File: src/hw/mem_bus_pkg.sv
`default_nettype none

package mem_bus_pkg;

    // byte address and data word
    typedef logic [31:0] addr_t;
    typedef logic [31:0] data_t;

    // one enable bit per byte lane
    typedef logic [3:0] strb_t;

    // transaction id, echoed on r and b
    typedef logic [3:0] id_t;

    // beats in a burst minus one
    typedef logic [7:0] len_t;

    typedef logic [1:0] resp_t;

    localparam resp_t RESP_OKAY = 2'd0;
    // access outside the memory
    localparam resp_t RESP_SLVERR = 2'd2;

    typedef enum logic {
        ARB_IDLE,
        ARB_BUSY
    } arb_state_t;

endpackage

`default_nettype wire

File: src/hw/bus_arbiter.sv
`default_nettype none

module bus_arbiter (
    input  logic                clock,
    input  logic                reset,
    // fetch port
    input  mem_bus_pkg::addr_t  if_araddr,
    input  mem_bus_pkg::id_t    if_arid,
    input  mem_bus_pkg::len_t   if_arlen,
    input  logic                if_arvalid,
    output logic                if_arready,
    output mem_bus_pkg::data_t  if_rdata,
    output mem_bus_pkg::resp_t  if_rresp,
    output mem_bus_pkg::id_t    if_rid,
    output logic                if_rlast,
    output logic                if_rvalid,
    input  logic                if_rready,
    // load/store port
    input  mem_bus_pkg::addr_t  ls_araddr,
    input  mem_bus_pkg::id_t    ls_arid,
    input  mem_bus_pkg::len_t   ls_arlen,
    input  logic                ls_arvalid,
    output logic                ls_arready,
    output mem_bus_pkg::data_t  ls_rdata,
    output mem_bus_pkg::resp_t  ls_rresp,
    output mem_bus_pkg::id_t    ls_rid,
    output logic                ls_rlast,
    output logic                ls_rvalid,
    input  logic                ls_rready,
    input  mem_bus_pkg::addr_t  ls_awaddr,
    input  mem_bus_pkg::id_t    ls_awid,
    input  logic                ls_awvalid,
    output logic                ls_awready,
    input  mem_bus_pkg::data_t  ls_wdata,
    input  mem_bus_pkg::strb_t  ls_wstrb,
    input  logic                ls_wvalid,
    output logic                ls_wready,
    output mem_bus_pkg::resp_t  ls_bresp,
    output mem_bus_pkg::id_t    ls_bid,
    output logic                ls_bvalid,
    input  logic                ls_bready,
    // shared bus toward the memory
    output logic                arvalid,
    output mem_bus_pkg::addr_t  araddr,
    output mem_bus_pkg::id_t    arid,
    output mem_bus_pkg::len_t   arlen,
    input  logic                arready,
    input  logic                rvalid,
    input  mem_bus_pkg::data_t  rdata,
    input  mem_bus_pkg::resp_t  rresp,
    input  mem_bus_pkg::id_t    rid,
    input  logic                rlast,
    output logic                rready,
    output logic                awvalid,
    output mem_bus_pkg::addr_t  awaddr,
    output mem_bus_pkg::id_t    awid,
    input  logic                awready,
    output logic                wvalid,
    output mem_bus_pkg::data_t  wdata,
    output mem_bus_pkg::strb_t  wstrb,
    input  logic                wready,
    input  logic                bvalid,
    input  mem_bus_pkg::resp_t  bresp,
    input  mem_bus_pkg::id_t    bid,
    output logic                bready
);

    mem_bus_pkg::arb_state_t state;
    logic grant_ls;
    logic txn_done;

    // last read beat or write response accepted
    assign txn_done = (rvalid && rready && rlast) || (bvalid && bready);

    always_ff @(posedge clock) begin
        if (reset) begin
            state    <= mem_bus_pkg::ARB_IDLE;
            grant_ls <= 1'b0;
        end else begin
            case (state)
                mem_bus_pkg::ARB_IDLE: begin
                    // fetch has priority
                    if (if_arvalid) begin
                        state    <= mem_bus_pkg::ARB_BUSY;
                        grant_ls <= 1'b0;
                    end else if (ls_arvalid || ls_awvalid) begin
                        state    <= mem_bus_pkg::ARB_BUSY;
                        grant_ls <= 1'b1;
                    end
                end
                mem_bus_pkg::ARB_BUSY: begin
                    if (txn_done) begin
                        state <= mem_bus_pkg::ARB_IDLE;
                    end
                end
                default: state <= mem_bus_pkg::ARB_IDLE;
            endcase
        end
    end

    always_comb begin
        // nothing moves unless granted
        arvalid = 1'b0;
        araddr  = '0;
        arid    = '0;
        arlen   = '0;
        rready  = 1'b0;
        awvalid = 1'b0;
        awaddr  = '0;
        awid    = '0;
        wvalid  = 1'b0;
        wdata   = '0;
        wstrb   = '0;
        bready  = 1'b0;

        if_arready = 1'b0;
        if_rvalid  = 1'b0;
        if_rdata   = '0;
        if_rresp   = '0;
        if_rid     = '0;
        if_rlast   = 1'b0;

        ls_arready = 1'b0;
        ls_rvalid  = 1'b0;
        ls_rdata   = '0;
        ls_rresp   = '0;
        ls_rid     = '0;
        ls_rlast   = 1'b0;
        ls_awready = 1'b0;
        ls_wready  = 1'b0;
        ls_bvalid  = 1'b0;
        ls_bresp   = '0;
        ls_bid     = '0;

        if (state == mem_bus_pkg::ARB_BUSY) begin
            if (grant_ls) begin
                arvalid    = ls_arvalid;
                araddr     = ls_araddr;
                arid       = ls_arid;
                arlen      = ls_arlen;
                ls_arready = arready;
                rready     = ls_rready;
                ls_rvalid  = rvalid;
                ls_rdata   = rdata;
                ls_rresp   = rresp;
                ls_rid     = rid;
                ls_rlast   = rlast;
                awvalid    = ls_awvalid;
                awaddr     = ls_awaddr;
                awid       = ls_awid;
                ls_awready = awready;
                wvalid     = ls_wvalid;
                wdata      = ls_wdata;
                wstrb      = ls_wstrb;
                ls_wready  = wready;
                bready     = ls_bready;
                ls_bvalid  = bvalid;
                ls_bresp   = bresp;
                ls_bid     = bid;
            end else begin
                // read channels only, fetch never writes
                arvalid    = if_arvalid;
                araddr     = if_araddr;
                arid       = if_arid;
                arlen      = if_arlen;
                if_arready = arready;
                rready     = if_rready;
                if_rvalid  = rvalid;
                if_rdata   = rdata;
                if_rresp   = rresp;
                if_rid     = rid;
                if_rlast   = rlast;
            end
        end
    end

endmodule

`default_nettype wire

File: config.mk
export PLATFORM = sky130hd
export DESIGN_NAME = bus_arbiter
export DESIGN_NICKNAME = d
export VERILOG_FILES = /design/src/hw/mem_bus_pkg.sv /design/src/hw/bus_arbiter.sv
export SDC_FILE = /design/constraint.sdc
export NUM_CORES = 1
export LEC_CHECK = 0
export BUFFER_PORTS_ARGS = -buffer_cell sky130_fd_sc_hd__buf_2
export CAP_MARGIN = 20
export CORE_AREA = 2 2 167 169
export CTS_CLUSTER_DIAMETER = 50
export CTS_CLUSTER_SIZE = 20
export DETAILED_ROUTE_END_ITERATION = 6
export DIE_AREA = 0 0 169 171
export SETUP_SLACK_MARGIN = 0.15
export SKIP_CTS_REPAIR_TIMING = 1
export SYNTH_ARGS = -nofsm -noshare
export SYNTH_HDL_FRONTEND = slang
export SYNTH_SLANG_ARGS = --single-unit
File: constraint.sdc
create_clock -name clock -period 2.9 [get_ports clock]
set_input_delay 0.29 -clock clock [delete_from_list [all_inputs] [get_ports clock]]
set_output_delay 0.29 -clock clock [all_outputs]
set_load 0.005 [all_outputs]
Word level (Yosys, flattened, before mapping)

Cells that the tools add are included.

Flip-flop bits (word level): 2
Word-level logic and storage cells: 74
Input bits: 219

Bitwise logic cells: 1
Muxes and demuxes: 64
Reductions and logical operators: 7

Operators by type and width:

| cell                | count |
|---|---|
| $mux W32            | 10 |
| $mux W4             | 12 |
| $mux W1             | 33 |
| $mux W8             | 2 |
| $mux W2             | 6 |
| $logic_and A1 B1 Y1 | 3 |
| $logic_or A1 B1 Y1  | 2 |
| $pmux W1 S2         | 1 |
| $reduce_and A2 Y1   | 1 |
| $reduce_bool A2 Y1  | 1 |
| $not A1 Y1          | 1 |

Logic depth before layout (Yosys ltp)

Word-level depth: 7
Gate-level depth with buffers: 4

Worst setup path after synthesis

OpenSTA, ideal clock, no wires.

Path type: flip-flop to output port
Start: reg grant_ls
End: out araddr[26]
Cell stages (with the launch flop): 5
Data arrival time: 0.898 ns
Slack: 1.712 ns
Cell sequence: dfxtp_1 -> buf_6 -> buf_2 -> mux2i_1 -> nor2_1

Longest elaborated chain between the ends: 2

RTL lines:

| what                   | RTL line           | text |
|---|---|---|
| from (decl)            | bus_arbiter.sv:69  | `logic grant_ls;` |
| from (signal assigned) | bus_arbiter.sv:78  | `grant_ls <= 1'b0;` |
| from (signal assigned) | bus_arbiter.sv:85  | `grant_ls <= 1'b0;` |
| from (signal assigned) | bus_arbiter.sv:88  | `grant_ls <= 1'b1;` |
| $mux W32               | bus_arbiter.sv:136 | `if (grant_ls) begin` |
| $mux W32               | bus_arbiter.sv:135 | `if (state == mem_bus_pkg::ARB_BUSY) begin` |
| to (decl)              | bus_arbiter.sv:44  | `output mem_bus_pkg::addr_t araddr,` |

Every way passes these cells.

Final worst setup path

Start: reg state
End: out awaddr[18]

Longest elaborated chain between the ends: 1

RTL lines:

| what                   | RTL line           | text |
|---|---|---|
| from (decl)            | bus_arbiter.sv:68  | `mem_bus_pkg::arb_state_t state;` |
| from (signal assigned) | bus_arbiter.sv:77  | `state <= mem_bus_pkg::ARB_IDLE;` |
| from (signal assigned) | bus_arbiter.sv:84  | `state <= mem_bus_pkg::ARB_BUSY;` |
| from (signal assigned) | bus_arbiter.sv:87  | `state <= mem_bus_pkg::ARB_BUSY;` |
| $mux W32               | bus_arbiter.sv:135 |  |
| to (decl)              | bus_arbiter.sv:55  | `output mem_bus_pkg::addr_t awaddr,` |

Every way passes these cells.

==> results.json <==
{
  "design.die.area_um2": 28900,
  "finalCritPeriodShare": 0.682,
  "num_vias": 3906,
  "yosysSeqAreaShare": 0.0201,
  "track_usage": 0.0872,
  "rsz0062_at_grt": "false",
  "cpPeakStageDelay_ns": 0.73,
  "status": "completed",
  "synth_enable_flop_cells": 0,
  "syn_to_final_growth_pct": 125,
  "clk_path_buf_depth": 2,
  "coreArea_um2": 27300,
  "cts_tree": "yes",
  "cts_buffers": 3,
  "start_util": 0.0731,
  "critPathMaxFanout": 95,
  "setup.worst_path.class": "register to output port",
  "io_buffers": 430,
  "hold_depth": 2,
  "met3_usage": 0.0176,
  "path_delay_family": "flip-flops",
  "crit_path_start_kind": "register",
  "synthArstFlopShare": 0,
  "cp-end-kind": "output port",
  "synthCells": 314,
  "grtUsageMet1": 0.0906,
  "hpwl_um": 12500,
  "slew_violations": 0,
  "critical_path_required_ns": 2.61,
  "grt-ovfl-total": 0,
  "syn_area_per_cell_um2": 6.36,
  "worstHoldPathType": "input pin to register",
  "yosysWarnings": 0,
  "r2r_slack_ns": 1.27,
  "synth_flop_cell": "dfxtp_1",
  "cts.sinks": 2,
  "cts-root-buf": "clkbuf_16",
  "rr_startpoint": "state$_SDFF_PP0_",
  "rr_worst_depth": 4,
  "drive_above_1_share": 0.626,
  "avgRoutedWirePerCell_um": 14.0,
  "fmax_ghz": 0.506,
  "final_common_cell": "buf_2",
  "peakVddDrop_mv": 0.210,
  "power_density_nw_per_um2": 195,
  "viasPerCell": 3.71,
  "grtUsageMet2": 0.176,
  "hold_violations": 0,
  "synth_nets": 533,
  "total_power_uw": 877,
  "ioPinCount": 431,
  "crit_slowest_cell": "dfxtp_4",
  "grt_pass1_wl_um": 18700,
  "worst-endpoint-arrival_ns": 1.69,
  "final_cell_mix": "430 x buf_2, 166 x and3_1, 46 x mux2i_1, 46 x nor2_1, 3 x clkbuf_16",
  "drcViolationCount": 0,
  "top_usage_layer": "met2",
  "leakage_nw": 3.30,
  "grt_max_degree": 96,
  "synth_area_um2": 2000,
  "rows": 61,
  "finalWeightedCongestion": 0.894,
  "antenna_found_initial": 6,
  "htree_levels": 1,
  "tightest_slew_ns": 0.636,
  "postLayoutCoreUtil": 0.164,
  "die_h_um": 171,
  "wl_um": 14800,
  "crit_chain": "buf_12, and3_1, buf_2",
  "min_period_ns": 1.98,
  "min_to": "grant_ls$_SDFFE_PP0P_",
  "hp-start": "reset",
  "r2r_end": "grant_ls$_SDFFE_PP0P_",
  "ys_ff_latch": 2,
  "cap_violations": 0,
  "tns_ns": 0,
  "drtIter0Drc": 109,
  "grt_pass1_vias": 3176,
  "relSlewSlack": 0.575,
  "critPathBufInv": 2,
  "ant_nets": 0,
  "first_pass_iters": 4,
  "insertion_delay_ns": 0.22,
  "die_w_um": 169,
  "setup_violations": 0,
  "skew_ns": 0.000118,
  "nNetsFinal": 926,
  "path_clk_slew_ns": 0.03,
  "yosysUniqueCellTypes": 17
}
## per-stage QoR
stage	cells	area [µm²]	hold WS [ns]	setup WS (ns)
after floorplan	314	2000	0.356	1.71
after global placement	1048	4410	0.469	1.19
after detailed placement	1048	4410	0.466	1.14
after CTS	1051	4490	0.239	0.917
after global routing	1052	4490	0.243	0.772
final	1053	4490	0.245	0.922
## Yosys cell counts (2+ instances only)
library cell  count  area, µm²
clkbuf_1         18       67.6
buf_6             3       33.8
dfxtp_1           2       40.0
clkbuf_2         13       65.1
nor2_1           46        173
and3_1          166       1040
buf_2             9       45.0
buf_4             3       22.5
mux2i_1          46        460
## worst max-delay path by stage
| stage | start | end | slack [ns] | depth (start not counted) |
|---|---|---|---|---|
| CTS | state$_SDFF_PP0_ | ls_rdata[9] | 0.92 | 3 |
| finish | state$_SDFF_PP0_ | awaddr[18] | 0.92 | 3 |
| global route | state$_SDFF_PP0_ | araddr[6] | 0.77 | 4 |
| global placement | grant_ls$_SDFFE_PP0P_ | arlen[0] | 1.19 | 4 |
| detailed placement | grant_ls$_SDFFE_PP0P_ | arlen[4] | 1.14 | 4 |
| floorplan | grant_ls$_SDFFE_PP0P_ | araddr[26] | 1.71 | 4 |
## flip-flops by register name (all words and copies together), names as in the netlist
signal,cells
state,1
grant_ls,1
## power breakdown
part	internal, mW	leakage [nW]	switching [mW]	total, mW
registers	0.0309	0.0178	0.0365	0.0674
logic	0.314	3.24	0.291	0.605
clock network	0.175	0.0370	0.0293	0.205
## cell families (layout without fill, tap and decap cells)
kind of cell | Yosys count | in the layout | share of synthesized area
flops | 2 | 2 | 0.0201
buf+inv | 48 | 439 | 0.121
simple gates | 214 | 214 | 0.611
mux | 46 | 46 | 0.231
compound gates | 4 | 4 | 0.0175
other cells | 0 | 2 | 0
## layout make-up
type | instances | area (µm²)
antenna | 2 | 5.00
sequential | 2 | 47.5
clock buffer | 3 | 75.1
tap | 346 | 433
inverter | 2 | 7.51
timing repair buffer | 434 | 2210
multi-input combinational | 264 | 1720
fill | 3138 | 22800
## routing by layer
layer	part of all wire	vias to the layer above
li1	-	1911
met1	0.38	1703
met2	0.53	270
met3	0.081	16
met4	0.014	6
met5	0.0030	-
(Power assumes the default switching activity.)
